## src/verilog/display_pkg.sv

```systemverilog
// ========================================
// seven segment display types
// ========================================
package display_pkg;

        typedef logic [6:0] seg_t;      // active low, g down to a
        typedef logic [3:0] nibble_t;   // one hex digit

        localparam int num_digits = 6;  // hex0 .. hex5

        localparam seg_t seg_blank = 7'h7f;     // every segment off

        // hex digit to segment pattern, gfedcba, 0 lights a segment
        localparam seg_t seg_table [16] = '{
                7'h40,  // 0
                7'h79,  // 1
                7'h24,  // 2
                7'h30,  // 3
                7'h19,  // 4
                7'h12,  // 5
                7'h02,  // 6
                7'h78,  // 7
                7'h00,  // 8
                7'h10,  // 9
                7'h08,  // a
                7'h03,  // b, lower case form
                7'h46,  // c
                7'h21,  // d, lower case form
                7'h06,  // e
                7'h0e   // f
        };

endpackage : display_pkg

```

## src/verilog/link_pkg.sv

```systemverilog
// ========================================
// key and spi link types
// ========================================
package link_pkg;

        // raw or debounced keys, active low
        typedef logic [1:0] key_t;

        // one spi command byte, msb first on the wire
        typedef logic [7:0] cmd_t;

        // bits seen in a frame, wide enough to catch an overrun
        typedef logic [3:0] bit_cnt_t;

        // receiver fsm
        typedef enum logic [1:0] {
                idle  = 2'd0,           // chip select high, waiting
                shift = 2'd1,           // frame open, sampling mosi
                done  = 2'd2            // frame closed, one cycle to judge it
        } spi_state_t;

        // a good frame has exactly this many sclk rises
        localparam bit_cnt_t cmd_bits = 4'd8;

endpackage : link_pkg

```

## src/verilog/board_ctrl.sv

```systemverilog
module board_ctrl
        import link_pkg::*, display_pkg::*;
#(
        parameter int debounce_cycles = 50000,  // 1 ms at 50 MHz
        parameter int cnt_width       = 16
)(
        input  logic clock_50,
        input  logic rst_n,
        input  key_t key,                       // raw, active low
        input  logic spi_sclk,
        input  logic spi_csel,                  // active low
        input  logic spi_mosi,
        output logic spi_miso,
        output seg_t hex0,
        output seg_t hex1,
        output seg_t hex2,
        output seg_t hex3,
        output seg_t hex4,
        output seg_t hex5
);

        key_t key_db;                           // debounced keys
        cmd_t cmd_byte;
        logic cmd_valid;

        key_debounce #(
                .debounce_cycles (debounce_cycles),
                .cnt_width       (cnt_width)
        ) u_key_debounce (
                .clock_50 (clock_50),
                .rst_n    (rst_n),
                .key      (key),
                .key_db   (key_db)
        );

        spi_cmd_slave u_spi_cmd_slave (
                .clock_50  (clock_50),
                .rst_n     (rst_n),
                .spi_sclk  (spi_sclk),
                .spi_csel  (spi_csel),
                .spi_mosi  (spi_mosi),
                .spi_miso  (spi_miso),
                .cmd_byte  (cmd_byte),
                .cmd_valid (cmd_valid)
        );

        seg7_display u_seg7_display (
                .clock_50  (clock_50),
                .rst_n     (rst_n),
                .cmd_byte  (cmd_byte),
                .cmd_valid (cmd_valid),
                .key_db    (key_db),
                .hex0      (hex0),
                .hex1      (hex1),
                .hex2      (hex2),
                .hex3      (hex3),
                .hex4      (hex4),
                .hex5      (hex5)
        );

endmodule : board_ctrl

```

## src/verilog/key_debounce.sv

```systemverilog
module key_debounce
        import link_pkg::*;
#(
        parameter int debounce_cycles = 50000,  // stable clocks before a change is taken
        parameter int cnt_width       = 16      // must hold debounce_cycles - 1
)(
        input  logic clock_50,
        input  logic rst_n,
        input  key_t key,                       // raw pins, active low
        output key_t key_db                     // accepted level, active low
);

        localparam int num_keys = $bits(key_t);
        localparam logic [cnt_width-1:0] cnt_last = cnt_width'(debounce_cycles - 1);

        key_t key_s1;                           // first sync stage
        key_t key_s2;                           // second sync stage, safe to use
        logic [cnt_width-1:0] cnt [num_keys];   // clocks the new level has held

        // ========================================
        // input synchronizer
        // ========================================
        always_ff @(posedge clock_50 or negedge rst_n) begin
                if (!rst_n) begin
                        key_s1 <= '1;           // released
                        key_s2 <= '1;
                end else begin
                        key_s1 <= key;
                        key_s2 <= key_s1;
                end
        end

        // ========================================
        // per key stable counter
        // ========================================
        // counting only runs while the synced level differs from the
        // accepted one, so any bounce back restarts it from zero
        always_ff @(posedge clock_50 or negedge rst_n) begin
                if (!rst_n) begin
                        key_db <= '1;
                        for (int i = 0; i < num_keys; i++)
                                cnt[i] <= '0;
                end else begin
                        for (int i = 0; i < num_keys; i++) begin
                                if (key_s2[i] == key_db[i]) begin
                                        cnt[i] <= '0;                   // nothing pending
                                end else if (cnt[i] == cnt_last) begin
                                        key_db[i] <= key_s2[i];         // held long enough
                                        cnt[i]    <= '0;
                                end else begin
                                        cnt[i] <= cnt[i] + 1'b1;
                                end
                        end
                end
        end

endmodule : key_debounce

```

## src/verilog/seg7_display.sv

```systemverilog
module seg7_display
        import link_pkg::*, display_pkg::*;
(
        input  logic clock_50,
        input  logic rst_n,
        input  cmd_t cmd_byte,
        input  logic cmd_valid,                 // single cycle, no back-pressure
        input  key_t key_db,                    // bit 0 clears, bit 1 blanks, active low
        output seg_t hex0,
        output seg_t hex1,
        output seg_t hex2,
        output seg_t hex3,
        output seg_t hex4,
        output seg_t hex5
);

        localparam int nib_bits  = $bits(nibble_t);
        localparam int hist_bits = num_digits * nib_bits;      // three bytes
        localparam int cmd_w     = $bits(cmd_t);

        logic [hist_bits-1:0] history;          // newest byte in the low end
        logic    blank_q;                       // key 1 held, registered
        nibble_t digit [num_digits];
        seg_t    seg   [num_digits];

        // ========================================
        // command history
        // ========================================
        always_ff @(posedge clock_50 or negedge rst_n) begin
                if (!rst_n) begin
                        history <= '0;          // shows 000000
                        blank_q <= 1'b0;
                end else begin
                        if (!key_db[0])
                                history <= '0;  // clear wins over a new byte
                        else if (cmd_valid)
                                history <= {history[hist_bits-cmd_w-1:0], cmd_byte};
                        blank_q <= ~key_db[1];  // history kept while blank
                end
        end

        // ========================================
        // hex decode
        // ========================================
        always_comb begin
                for (int i = 0; i < num_digits; i++) begin
                        digit[i] = history[i*nib_bits +: nib_bits];
                        seg[i]   = blank_q ? seg_blank : seg_table[digit[i]];
                end
        end

        assign hex0 = seg[0];                   // low nibble of newest byte
        assign hex1 = seg[1];
        assign hex2 = seg[2];
        assign hex3 = seg[3];
        assign hex4 = seg[4];
        assign hex5 = seg[5];                   // high nibble of oldest byte

        // history, blank flag and upstream byte must all be known once out of reset
        a_hex_known: assert property (@(posedge clock_50) disable iff (!rst_n)
                !$isunknown({hex5, hex4, hex3, hex2, hex1, hex0}));

endmodule : seg7_display

```

## src/verilog/spi_cmd_slave.sv

```systemverilog
module spi_cmd_slave
        import link_pkg::*;
(
        input  logic clock_50,
        input  logic rst_n,
        input  logic spi_sclk,
        input  logic spi_csel,                  // active low frame
        input  logic spi_mosi,
        output logic spi_miso,
        output cmd_t cmd_byte,                  // last byte shifted in
        output logic cmd_valid                  // one clock per good frame
);

        logic [2:0] sclk_sync;                  // two sync flops + edge history
        logic [2:0] csel_sync;
        logic [1:0] mosi_sync;

        logic sclk_rise;
        logic sclk_fall;
        logic csel_rise;
        logic csel_fall;

        spi_state_t state;
        bit_cnt_t   bit_cnt;                    // sclk rises this frame
        cmd_t       rx_shift;                   // receive shifter
        cmd_t       last_byte;                  // last good byte, echoed next frame
        cmd_t       tx_shift;                   // transmit shifter

        // ========================================
        // pin synchronizers and edge detect
        // ========================================
        always_ff @(posedge clock_50 or negedge rst_n) begin
                if (!rst_n) begin
                        sclk_sync <= 3'b000;
                        csel_sync <= 3'b111;    // deselected
                        mosi_sync <= 2'b00;
                end else begin
                        sclk_sync <= {sclk_sync[1:0], spi_sclk};
                        csel_sync <= {csel_sync[1:0], spi_csel};
                        mosi_sync <= {mosi_sync[0], spi_mosi};
                end
        end

        assign sclk_rise = sclk_sync[1] & ~sclk_sync[2];
        assign sclk_fall = ~sclk_sync[1] & sclk_sync[2];
        assign csel_rise = csel_sync[1] & ~csel_sync[2];        // frame end
        assign csel_fall = ~csel_sync[1] & csel_sync[2];        // frame start

        // ========================================
        // receive fsm
        // ========================================
        always_ff @(posedge clock_50 or negedge rst_n) begin
                if (!rst_n) begin
                        state   <= idle;
                        bit_cnt <= '0;
                end else begin
                        case (state)
                        idle: begin
                                if (csel_fall) begin
                                        state   <= shift;
                                        bit_cnt <= '0;
                                end
                        end
                        shift: begin
                                if (csel_rise)
                                        state <= done;
                                else if (sclk_rise && bit_cnt != '1)
                                        bit_cnt <= bit_cnt + 1'b1;      // saturates at 15
                        end
                        done:    state <= idle;
                        default: state <= idle;
                        endcase
                end
        end

        always_ff @(posedge clock_50) begin
                if (state == shift && sclk_rise && !csel_rise)
                        rx_shift <= {rx_shift[6:0], mosi_sync[1]};      // msb first
        end

        // only an exact 8 bit frame counts, 3 clocks after csel rises at the pin
        assign cmd_valid = (state == done) && (bit_cnt == cmd_bits);
        assign cmd_byte  = rx_shift;

        // ========================================
        // miso echo
        // ========================================
        always_ff @(posedge clock_50 or negedge rst_n) begin
                if (!rst_n) begin
                        last_byte <= '0;
                        tx_shift  <= '0;
                end else begin
                        if (cmd_valid)
                                last_byte <= rx_shift;
                        if (state == idle && csel_fall)
                                tx_shift <= last_byte;                  // bit 7 out at once
                        else if (state == shift && sclk_fall)
                                tx_shift <= {tx_shift[6:0], 1'b0};      // next bit after fall
                end
        end

        assign spi_miso = tx_shift[7];

        a_valid_one_cycle: assert property (@(posedge clock_50) disable iff (!rst_n)
                cmd_valid |=> !cmd_valid);

        // one cycle of done is allowed after csel goes high, then idle
        a_idle_deselected: assert property (@(posedge clock_50) disable iff (!rst_n)
                csel_sync[1] && csel_sync[2] |=> state == idle);

endmodule : spi_cmd_slave
```

## config.mk

```make
export PLATFORM = sky130hd
export DESIGN_NAME = board_ctrl
export DESIGN_NICKNAME = d
export VERILOG_FILES = /design/src/verilog/display_pkg.sv /design/src/verilog/link_pkg.sv /design/src/verilog/board_ctrl.sv /design/src/verilog/key_debounce.sv /design/src/verilog/seg7_display.sv /design/src/verilog/spi_cmd_slave.sv
export SDC_FILE = /design/constraint.sdc
export NUM_CORES = 1
export LEC_CHECK = 0
export CORE_ASPECT_RATIO = 1.4
export CORE_MARGIN = 4
export CORE_UTILIZATION = 50
export DETAILED_ROUTE_END_ITERATION = 6
export DONT_BUFFER_PORTS = 1
export PLACE_DENSITY_LB_ADDON = 0.12
export SKIP_LAST_GASP = 1
export SLEW_MARGIN = 20
export SYNTH_ARGS = -nofsm -noshare
export SYNTH_HDL_FRONTEND = slang
export SYNTH_HIERARCHICAL = 1
export SYNTH_SLANG_ARGS = --single-unit
```

## constraint.sdc

```tcl
create_clock -name clock_50 -period 2.3 [get_ports clock_50]
set_clock_uncertainty 0.1 [all_clocks]
set_input_delay 0.345 -clock clock_50 [delete_from_list [all_inputs] [get_ports clock_50]]
set_output_delay 0.345 -clock clock_50 [all_outputs]
set_load 0.01 [all_outputs]
```

# Word level (Yosys, flattened, before mapping)
# Memory sizes are Yosys's and may differ from the RTL's.
# Cells that the tools add are included.
[totals]
output_inout_bits = 43
memories = 6
input_bits = 7
mem_bits_ro = 672
register_bits = 101
wordCells = 108
[classes]
add_sub_neg = 3
eq_ne = 13
n_mux = 33
order_cmp = 6
bitwise_logic = 17
reduce_logical = 14
[memory_table]
columns = ["name", "words", "word_bits", "read_ports", "rd_ports_with_merged_regs", "wr", "line", "text"]
rows = [
  ["(name not given)", 16, 7, 1, 0, 0, "seg7_display.sv:48", "seg[i] = blank_q ? seg_blank : seg_table[digit[i]];"],
  ["(name not given)", 16, 7, 1, 0, 0, "seg7_display.sv:48", ""],
  ["(name not given)", 16, 7, 1, 0, 0, "seg7_display.sv:48", ""],
  ["(name not given)", 16, 7, 1, 0, 0, "seg7_display.sv:48", ""],
  ["(name not given)", 16, 7, 1, 0, 0, "seg7_display.sv:48", ""],
  ["(name not given)", 16, 7, 1, 0, 0, "seg7_display.sv:48", ""],
]
[op_table]
columns = ["operator", "count"]
rows = [
  ["$mux 7", 18],
  ["$mux 16", 4],
  ["$mux 24", 2],
  ["$add 16x1->16 const B", 2],
  ["$eq 16x16->1 const B", 2],
  ["$ge 5x5->1 const B", 6],
  ["$not 4->5", 6],
  ["$mux 8", 2],
  ["$mux 4", 3],
  ["$pmux 4 s2", 1],
  ["$not 1->1", 7],
  ["$logic_and 1x1->1", 6],
  ["$ne 2x1->1 const B", 3],
  ["$reduce_and 2->1", 3],
  ["$add 4x1->4 const B", 1],
  ["$and 1x1->1", 4],
  ["$eq 4x4->1 const B", 1],
  ["$mux 2", 2],
  ["$ne 2x2->1 const B", 2],
  ["$ne 4x4->1 const B", 1],
  ["$pmux 2 s2", 1],
  ["$reduce_and 4->1", 1],
  ["$reduce_bool 2->1", 2],
  ["$eq 1x1->1", 2],
  ["4 further kinds", 4],
]

# Logic depth before layout (Yosys ltp)
# Gate-level depths: netlist of the first run.
[depth]
ltp_word = 6
ltp_mapped = 8
mapped_depth_nobuf = 6

# Hierarchy
# Netlist of the first run, hierarchy kept.
[by_module_without_submodules]
columns = ["mod", "n_inst", "seq_area_each_um2", "cells_each", "area_each_um2"]
rows = [
  ["seg7_display", 1, 625.6, 311, 2718.9],
  ["key_debounce", 1, 958.4, 172, 1811.7],
  ["spi_cmd_slave", 1, 994.7, 115, 1540.2],
]

# Worst setup path after synthesis of the first run
# Ideal clock, no wire load.
[synth_timing]
path_type = "flip-flop to flip-flop"
start = "register u_spi_cmd_slave.bit_cnt[1]"
end = "register u_seg7_display.history[10]"
synth_period_minus_slack_ns = 1.853
arrival_ns = 1.633
required_ns = 2.080
n_path_buf = 2
setup_time_ns = 0.120
path_stages_with_launch = 9
setup_slack_ns = 0.447
path_cell_list = "dfrtp_1 > inv_1 > ha_1 > nand4b_1 > nor2_2 > buf_4 > buf_4 > mux2i_1 > nor2b_1"
[synth_between]
elab_chain_cells = 3
[synth_rtl]
columns = ["item", "line", "text"]
rows = [
  ["start, declared", "spi_cmd_slave.sv:24", "bit_cnt_t bit_cnt;"],
  ["start signal, assigned", "spi_cmd_slave.sv:68", "bit_cnt <= bit_cnt + 1'b1;"],
  ["$eq 4x4->1", "spi_cmd_slave.sv:82", "assign cmd_valid = (state == done) && (bit_cnt == cmd_bits);"],
  ["$logic_and 1x1->1", "spi_cmd_slave.sv:82", ""],
  ["net cmd_valid", "board_ctrl.sv:24", "logic cmd_valid;"],
  ["$ne 2x2->1 (no source line)", "n/a", ""],
  ["end signal, assigned", "seg7_display.sv:37", "history <= {history[hist_bits-cmd_w-1:0], cmd_byte};"],
  ["end, declared", "seg7_display.sv:21", "logic [hist_bits-1:0] history;"],
]
# The timed path passes the listed nets, and every way through them passes these cells.
# A chain may end at the register's enable or synchronous reset.

# Final worst setup path of the first run
[layout_timing]
start = "register u_seg7_display.history[1]"
end = "output hex0[3]"
[layout_between]
elab_chain_cells = 5
[layout_rtl]
columns = ["item", "line", "text"]
rows = [
  ["$not 4->5 (implied by the code)", "seg7_display.sv:48", ""],
  ["$mem_v2 16x7", "n/a", ""],
  ["$mux 7 (implied by the code) (2 in a row)", "seg7_display.sv:48", ""],
  ["$mux 7", "seg7_display.sv:48", ""],
  ["end, declared", "board_ctrl.sv:14", "output seg_t hex0,"],
]
# No other way between the ends. The select of a mux whose other input is x is not followed.

==> results of run 1 <==
==> cells in the mapped netlist (all sizes together) (14+ instances only) <==
library cell  instances  area (um2)
dfrtp                84        2100
nor2                 63         239
ha                   46         576
mux2i                43         430
inv                  35         131
nor2b                34         213
nand2                30         113
o21ai                30         150
xnor2                24         210
buf                  23         154
a21oi                21         109
mux2                 16         184
a31oi                14        87.6
nand3                14        75.1
==> cell families after synthesis <==
group | count (synthesis) | synth area share (%)
simple gates | 192 | 16.2
compound gates | 106 | 12.2
flops | 101 | 42.5
buf+inv | 65 | 5.32
mux | 59 | 10.1
fa+ha+maj | 46 | 9.48
xor+xnor | 29 | 4.18
==> what timing repair did <==
action / in CTS / in global routing
gates cloned: 0 / 0
endpoints found under the hold margin: 98 / 93
resized for setup: 10 / 24
pin swaps: 0 / 3
setup endpoints to repair: 9 / 17
setup buffers: 0 / 11
==> cell type report <==
type	count	share of cell area (%)
well taps	147	2.73
clock inverters	6	0.949
repair buffers	32	4.13
clock buffers	10	3.40
inverters	36	2.01
flip-flops and latches	101	38.5
multi-input cells	432	48.3
==> state kept, by name, indices dropped and copies added, names as in the netlist, 3 cells and up <==
| signal | cells |
|---|---|
| u_key_debounce/cnt | 32 |
| u_spi_cmd_slave/cmd_byte | 8 |
| u_spi_cmd_slave/tx_shift | 8 |
| u_seg7_display/history | 24 |
| u_spi_cmd_slave/sclk_sync | 3 |
| u_spi_cmd_slave/bit_cnt | 4 |
| u_spi_cmd_slave/last_byte | 8 |
| u_spi_cmd_slave/csel_sync | 3 |
==> power breakdown <==
group          switching [W]  internal [W]  total [W]
Combinational       0.000106      0.000104   0.000209
Sequential         0.0000687       0.00189    0.00196
Clock               0.000633      0.000841    0.00147
==> layer usage <==
layer | vias to the layer above | routed length (um) | track usage (%)
met2 | 71 | 5940 | 28.3
met1 | 2074 | 5020 | 21.3
met5 | - | 0 | 0
met3 | 9 | 443 | 3.53
li1 | 2114 | - | -
met4 | 0 | 102 | 5.25
==> per-stage QoR <==
stage	power, W	setup TNS (ns)	hold WS, ns
6_report	0.00364	0	-0.404
4_1_cts	0.00370	-0.0178	-0.418
5_1_grt	0.00383	-0.0524	-0.426
3_3_place_gp	0.00219	0	-0.0461
2_1_floorplan	0.00215	0	-0.0506
3_5_place_dp	0.00220	0	-0.0464
==> layout by cell type (no fill, tap or decap), drive strengths merged, types with 4 or more instances in the layout <==
cell and count:
clkbuf 10, nor2b 34, nand4 7, nor2 63
a2111oi 9, nand2b 8, buf 27, a31oi 14
mux2 16, nor4 9, a21oi 21, a221o 5
inv 35, nor3 13, nand3b 4, dlygate4sd3 5
edfxtp 8, mux2i 43, nand3 14, dfrtp 84
xnor2 24, nand2 30, xor2 5, clkinv 4
o311ai 5, dfstp 9, ha 46, o21ai 30
==> how the worst max path moves through the flow <==
stage	startpoint	to	slack, ns
2_1_floorplan	u_spi_cmd_slave/bit_cnt[1]	u_seg7_display/history[10]	0.45
3_3_place_gp	u_seg7_display/history[9]	hex2[0]	0.36
3_5_place_dp	u_seg7_display/history[5]	hex1[0]	0.28
4_1_cts	u_seg7_display/history[12]	hex3[3]	-0.02
5_1_grt	u_seg7_display/history[9]	hex2[3]	-0.03
6_report	u_seg7_display/history[1]	hex0[3]	0.09
==> metrics.cfg, run 1 <==
[setup_path]
start_kind=flip-flop
arrival_ns=1.77
r2r_start=u_key_debounce/cnt[11]
worstSetupPathType=flip-flop to output port
path_buf_inv=1
critPathMaxStageDelay_ns=0.40
r2r-end=u_key_debounce/cnt[2]
slowest_stage=dfrtp_2
cp_cell_sequence=inv_1, ha_1, nor2b_2, a2111oi_2, a31oi_1
path_max_fanout=5
regToRegSetupSlack_ns=0.38
required_ns=1.86
critical-path-top-delay-family=compound AO/OA/AOI/OAI gates
worstSetupEndpointType=output port
cp.depth=5
reg2reg_depth=5

[timing]
worstMarginPinSlew_ns=0.584
fin_crit_sh_pct=96.3
setup_slack_ns=0.0850
max_freq_ghz=0.451
finalMaxSlewViolations=0
finalCriticalPeriod_ns=2.21
slew_headroom_pct=61.1
rsz0062_at_grt=yes
hold_viol_final=93
hold_slack_ns=-0.404
setup_viol=0

[synthesis]
synth_area_mm2=0.00607
synth.ff_latch_count=101
syn_inst=598
ys_warn_count=6
synth_nets=651
synth_flop_cell=dfrtp_1
syn-mean-instance-area_um2=10.2
synth_edf_count=8
async_flop_share_pct=92.1
synth_cell_types=64
ys_seq_area_share_pct=42.5

[floorplanning]
num_rows=47
initial_core_util_pct=51.1
die_area_mm2=0.0140
core_mm2=0.0119
die-height_um=138
io_pins=50
die_w_um=101

[route]
dr.pass1.iters=4
drc=0
vias_per_cell=5.59
drt_iter0_drc=179
ant_nets=0
wl_mm=11.5
vias=4268
wl_per_cell_um=15.1

[status]
failed_checks=hold timing
outcome=finished with violations

[global_route]
antenna_found_initial=0
grt_pass1_wl_mm=19.5
grt_pass1_vias=4133
overflow=0
track_usage_pct=16.8
grt_max_degree=94

[pwr]
p_per_area_mw_per_mm2=541
p_leak_nw=2.52
vdd_drop_max_v=0.000453

[layout]
syn_to_final_growth_pct=10.8
fin_area_mm2=0.00673
finalNonFillerCells=764
final_nets=665
seqCellArea_mm2=0.00259
drive_gt1_share_pct=16.4
postLayoutCoreUtil_pct=56.6
n_antenna_cell=0
fillers=1027
multi_input_area_mm2=0.00325

[clock_tree]
cts.htree.levels=3
cts.sink_count=101
clk_pin_slew_ns=0.07
clkLatencyLatePin_ns=0.34
cts_inserted_buffers=9
cts_buffer_depth=2
cts_hold_buf=5
cts_root_buf=clkbuf_16
cts_tree=built

[place]
place_area_mm2=0.00622
placed_cells=732
place_congestion=0.804
place_ws_ns=0.280
io_buffers=0
dp_hpwl_mm=7.99

[flow_run]
maxCapViolations=0

[worst_hold_path]
hp-class=input port to asynchronous set/reset pin

(Power assumes the default switching activity.)
==> run 2: changes to the inputs <==
--- a/config.mk
+++ b/config.mk
@@ -5,6 +5,7 @@
 export SDC_FILE = /design/constraint.sdc
 export NUM_CORES = 1
 export LEC_CHECK = 0
+export ABC_AREA = 1
 export CORE_ASPECT_RATIO = 1.4
 export CORE_MARGIN = 4
 export CORE_UTILIZATION = 50
==> metrics.cfg, run 2 <==
[clock_tree]
clkLatencyLatePin_ns=0.34
cts_buffer_depth=2
cts.htree.levels=3
cts_hold_buf=5
cts.sink_count=101
cts_root_buf=clkbuf_16
clk_pin_slew_ns=0.06
cts_setup_buffers=0
cts_tree=built
cts_inserted_buffers=9

[synthesis]
synthTopCellsByArea=dfrtp_1 33%, nand2_1 14%, nand3_1 11%
synth_cell_types=41
synth_area_mm2=0.00637
synth_edf_count=8
async_flop_share_pct=92.1
syn_inst=813
synth_flop_cell=dfrtp_1
yosysMostFrequentCell=nand2_1
yosysTopAreaCell=dfrtp_1
synth.ff_latch_count=101
ys_warn_count=6
synth_nets=866
synthDominantCellAreaShare_pct=33.0
syn-mean-instance-area_um2=7.83
synth_common_cells=232 x nand2_1, 134 x nand3_1, 84 x dfrtp_1
ys_seq_area_share_pct=40.5

[setup_path]
worstSetupEndpointType=output port
path_buf_inv=1
path_max_fanout=6
required_ns=1.86
cp_cell_sequence=inv_1, ha_1, nand2_1, o21ai_0
slowest_stage=dfrtp_1
start_kind=flip-flop
arrival_ns=1.63
worstSetupPathType=flip-flop to output port
regToRegSetupSlack_ns=0.54
critical-path-top-delay-family=flip-flops
critPathMaxStageDelay_ns=0.44

[timing]
fin_crit_sh_pct=90.4
hold_viol_final=93
finalCriticalPeriod_ns=2.08
worstMarginPinSlew_ns=0.504
fin_setup_tns_ns=0
hold_slack_ns=-0.402
finalMaxSlewViolations=0
rsz0062_at_grt=no
setup_viol=0
max_freq_ghz=0.481
slew_headroom_pct=66.0

[layout]
postLayoutCoreUtil_pct=54.1
drive_gt1_share_pct=12.4
finalNonFillerCells=964
fin_area_mm2=0.00673
reg_top3=u_key_debounce/cnt: 32 flops, u_seg7_display/history: 24 flops
regMostFlops=u_key_debounce/cnt
final_cell_mix=232 x nand2_1, 134 x nand3_1, 84 x dfrtp_1, 72 x nor2_1, 71 x inv_1
largest_reg_flops=32
syn_to_final_growth_pct=5.66
n_antenna_cell=0
layout_commonest_cell=nand2_1
final_nets=862

[pwr]
p_leak_nw=3.10
p_per_area_mw_per_mm2=530
p_sw_share_pct=24.1
power_frac_comb_pct=7.3
switchingPower_w=0.000861
p_clk_share_pct=38.0
power_frac_seq_pct=54.7
vdd_drop_max_v=0.000362
p_int_w=0.00271

[floorplanning]
die_area_mm2=0.0146
die_w_um=103
die-height_um=142
io_pins=50
num_rows=48
initial_core_util_pct=51.2
core_mm2=0.0124

[status]
failed_checks=hold timing
outcome=finished with violations

[global_route]
grt.met2_usage_pct=32.0
gr-max-usage-layer=met2
grt_max_degree=94
overflow=0
grt_pass1_vias=4839
grt_pass1_wl_mm=21.9
grt_use_met3_pct=3.44
use_met1_pct=22.7
antenna_found_initial=0
track_usage_pct=18.3

[route]
dr.pass1.iters=5
ant_nets=0
drc=0
wl_per_cell_um=13.2
vias=5057
drt_iter0_drc=244
wl_mm=12.7
vias_per_cell=5.25

[place]
place_area_mm2=0.00641
dp_hpwl_mm=9.42
placed_cells=943
place_congestion=0.848
io_buffers=0

[worst_hold_path]
hp-class=input port to asynchronous set/reset pin

[flow_run]
maxCapViolations=0

-- run 2: final timing paths --
check | start | endpoint | cells after the start
worst min-delay path | rst_n | u_key_debounce/cnt[7] | 0
min in group clock_50 | u_spi_cmd_slave/sclk_sync[0] | u_spi_cmd_slave/sclk_sync[1] | 0
worst max-delay path | u_seg7_display/history[0] | hex0[2] | 4
worst max register to register | u_spi_cmd_slave/bit_cnt[0] | u_seg7_display/history[0] | 8
worst min register to register | u_spi_cmd_slave/sclk_sync[0] | u_spi_cmd_slave/sclk_sync[1] | 0
max in group asynchronous | rst_n | u_spi_cmd_slave/csel_sync[0] | 0
-- run 2: cell type report --
| cell class | instances | area (um2) |
|---|---|---|
| fillers | 1142 | 5710 |
| multi-input cells | 599 | 3270 |
| flip-flops and latches | 101 | 2580 |
| inverters | 88 | 340 |
| clock buffers | 11 | 233 |
| well taps | 150 | 188 |
| repair buffers | 10 | 87.6 |
| clock inverters | 5 | 28.8 |
-- run 2: logic make-up (layout without fill, tap and decap cells) --
family / count (synthesis) / count (layout) / share of synthesized area, %
and+or+nand+nor: 481 / 481 / 34.0
AOI/OAI and AO/OA: 59 / 59 / 6.27
adders and majority gates: 46 / 46 / 9.04
xor gates and xnor gates: 13 / 13 / 2.02
buffers and inverters: 113 / 114 / 8.12
DFF: 101 / 101 / 40.5
-- run 2: worst register-to-register path: cells and delay by family (launching register included) --
family | cells | cell delay [ns]
buf+inv | 3 | 0.24
flops | 1 | 0.43
compound gates | 1 | 0.14
simple gates | 3 | 0.59
fa+ha+maj | 1 | 0.13
-- run 2: what timing repair did --
action,in CTS,in global routing
hold endpoints to repair,98,93
resized for setup,0,0
setup endpoints to repair,0,0
-- run 2: per-stage QoR --
step	setup WS, ns	total power, W
2_1_floorplan	0.530	0.00219
3_3_place_gp	0.570	0.00223
3_5_place_dp	0.532	0.00224
4_1_cts	0.176	0.00363
5_1_grt	0.0940	0.00376
6_report	0.221	0.00357
-- run 2: routing by layer --
layer | up-vias | routed length (um)
li1 | 2581 | -
met1 | 2386 | 5510
met2 | 83 | 6620
met3 | 7 | 456
met4 | 0 | 121
met5 | - | 0
-- run 2: power by group through the flow --
stage	Sequential, W	Combinational [W]	Clock [W]
2_1_floorplan	0.00197	0.000222	0
3_3_place_gp	0.00198	0.000253	0
3_5_place_dp	0.00198	0.000259	0
4_1_cts	0.00195	0.000267	0.00141
5_1_grt	0.00196	0.000309	0.00149
6_report	0.00195	0.000262	0.00135
==> run 3: changes to the inputs <==
--- a/config.mk
+++ b/config.mk
@@ -8,11 +8,11 @@
 export ABC_AREA = 1
 export CORE_ASPECT_RATIO = 1.4
 export CORE_MARGIN = 4
-export CORE_UTILIZATION = 50
+export CORE_UTILIZATION = 25
 export DETAILED_ROUTE_END_ITERATION = 6
 export DONT_BUFFER_PORTS = 1
+export MAX_ROUTING_LAYER = met4
 export PLACE_DENSITY_LB_ADDON = 0.12
-export SKIP_LAST_GASP = 1
 export SLEW_MARGIN = 20
 export SYNTH_ARGS = -nofsm -noshare
 export SYNTH_HDL_FRONTEND = slang
==> metrics.cfg, run 3 (synthesized netlist as in run 2, its figures left out) <==
[place]
place_area_mm2=0.00665
dp_hpwl_mm=11.1
io_buffers=0
place_congestion=0.783

[layout]
fin_area_mm2=0.00699
largest_reg_flops=32
reg_top3=u_key_debounce/cnt: 32 flops, u_seg7_display/history: 24 flops
syn_to_final_growth_pct=9.77
layout_commonest_cell=nand2_1
n_antenna_cell=0
final_cell_mix=232 x nand2_1, 134 x nand3_1, 84 x dfrtp_1, 72 x nor2_1, 71 x inv_1
regMostFlops=u_key_debounce/cnt
multi_input_area_mm2=0.00327
drive_gt1_share_pct=12.7
fillers=2714
final_nets=864
seqCellArea_mm2=0.00258

[global_route]
track_usage_pct=11.5
grt_pass1_vias=5077
grt_pass1_wl_mm=25.8
overflow=0
grt_max_degree=94
antenna_found_initial=0

[route]
drc=0
vias=5013
drt_iter0_drc=204
vias_per_cell=4.43
dr.pass1.iters=4
ant_nets=0
wl_mm=15.1
wl_per_cell_um=13.3

[setup_path]
worstSetupEndpointType=output port
start_kind=flip-flop
cp_cell_sequence=inv_1, ha_1, inv_1, nand2_1, nand2_1, nand2_1, nand3_1
critPathMaxStageDelay_ns=0.46
worstSetupPathType=flip-flop to output port
startpoint=u_seg7_display/history[9]
r2r-end=u_seg7_display/history[0]
slowest_stage=dfrtp_1
endpoint=hex2[3]
path_max_fanout=6
crit_path_frequent_cell=nand2_1
regToRegSetupSlack_ns=0.52
required_ns=1.86
arrival_ns=1.69
r2r_start=u_spi_cmd_slave/bit_cnt[0]
reg2reg_depth=8

[clock_tree]
cts_hold_buf=5
clk_pin_slew_ns=0.07
cts.htree.levels=3
cts.sink_count=101
cts_tree=built
cts_buffer_depth=2
cts_inserted_buffers=9
clkLatencyLatePin_ns=0.34
cts_root_buf=clkbuf_16
cts_setup_buffers=0

[timing]
slew_headroom_pct=71.2
worstMarginPinSlew_ns=0.431
max_freq_ghz=0.468
setup_viol=0
fin_crit_sh_pct=92.8
fin_setup_tns_ns=0
finalMaxSlewViolations=0
hold_slack_ns=-0.403
finalCriticalPeriod_ns=2.13
hold_viol_final=93
rsz0062_at_grt=no

[floorplanning]
num_rows=68
initial_core_util_pct=25.6
die-height_um=197
core_mm2=0.0248
die_w_um=143
die_area_mm2=0.0281
io_pins=50

[flow_run]
maxCapViolations=0

[pwr]
p_per_area_mw_per_mm2=530
vdd_drop_max_v=0.000310
p_leak_nw=3.13
power_w=0.00370

[worst_hold_path]
hp-class=input port to asynchronous set/reset pin

[status]
failed_checks=hold timing
outcome=finished with violations

## run 3: changes by cell type in the layout (fill, tap and decap cells not counted)
| cell | previous run | this run |
|---|---|---|
| o21ai_0 | 16 | 15 |
| clkinv_1 | 2 | 1 |
| buf_4 | 5 | 6 |
| inv_4 | 1 | 2 |
| clkinv_2 | 2 | 0 |
| o21ai_1 | 7 | 8 |
| clkinv_4 | 0 | 1 |
| clkbuf_8 | 0 | 3 |
| buf_12 | 0 | 1 |
| clkinvlp_4 | 2 | 0 |
## run 3: layout make-up
class / count / share of cell area [%]
Multi-Input combinational cell: 599 / 46.8
Sequential cell: 101 / 36.9
Tap cell: 315 / 5.64
Inverter: 88 / 4.87
Clock buffer: 14 / 3.92
Timing Repair Buffer: 12 / 1.65
Clock inverter: 2 / 0.215
## run 3: metrics by stage
stage,utilization [%],instances,worst slack [ns]
CTS,28.1,1131,0.0490
global placement,26.8,1110,0.480
detailed placement,26.8,1110,0.451
finish,28.1,1131,0.165
global route,28.1,1131,0.0115
floorplan,-,813,0.530
## run 3: worst min path at each step
stage | startpoint | to | slack (ns) | depth (start not counted)
2_1_floorplan | rst_n | u_key_debounce/cnt[0] | -0.05 | 0
3_3_place_gp | rst_n | u_key_debounce/cnt[16] | -0.04 | 0
3_5_place_dp | rst_n | u_key_debounce/cnt[17] | -0.04 | 0
4_1_cts | rst_n | u_key_debounce/cnt[25] | -0.42 | 0
5_1_grt | rst_n | u_key_debounce/cnt[24] | -0.43 | 0
6_report | rst_n | u_key_debounce/cnt[24] | -0.40 | 0
## run 3: worst max-delay path: cells and delay by family (launching register included)
kind                     cells  cell delay, ns
AND/OR/NAND/NOR              4            0.27
adder cells (fa/ha/maj)      1            0.30
flip-flops                   1            0.46
buffers and inverters        2            0.31
## run 3: power by group
part / total [W] / switching (W) / leakage (nW) / internal (W)
clock: 0.00149 / 0.000662 / 0.143 / 0.000828
combinational: 0.000264 / 0.000166 / 1.67 / 0.0000985
sequential: 0.00195 / 0.0000693 / 1.31 / 0.00188
total: 0.00370 / 0.000897 / 3.13 / 0.00281
## run 3: layer usage
metal	global-route usage, %	up-vias	wire [um]
met5	-	-	0
met4	3.06	0	180
met3	2.06	13	514
met2	20.5	70	8020
met1	13.3	2341	6360
li1	-	2589	-
## run 3: what timing repair did
| item | CTS | global route |
|---|---|---|
| endpoints found under the hold margin | 98 | 93 |
| gates resized for setup | 0 | 1 |
| setup endpoints to repair | 0 | 1 |
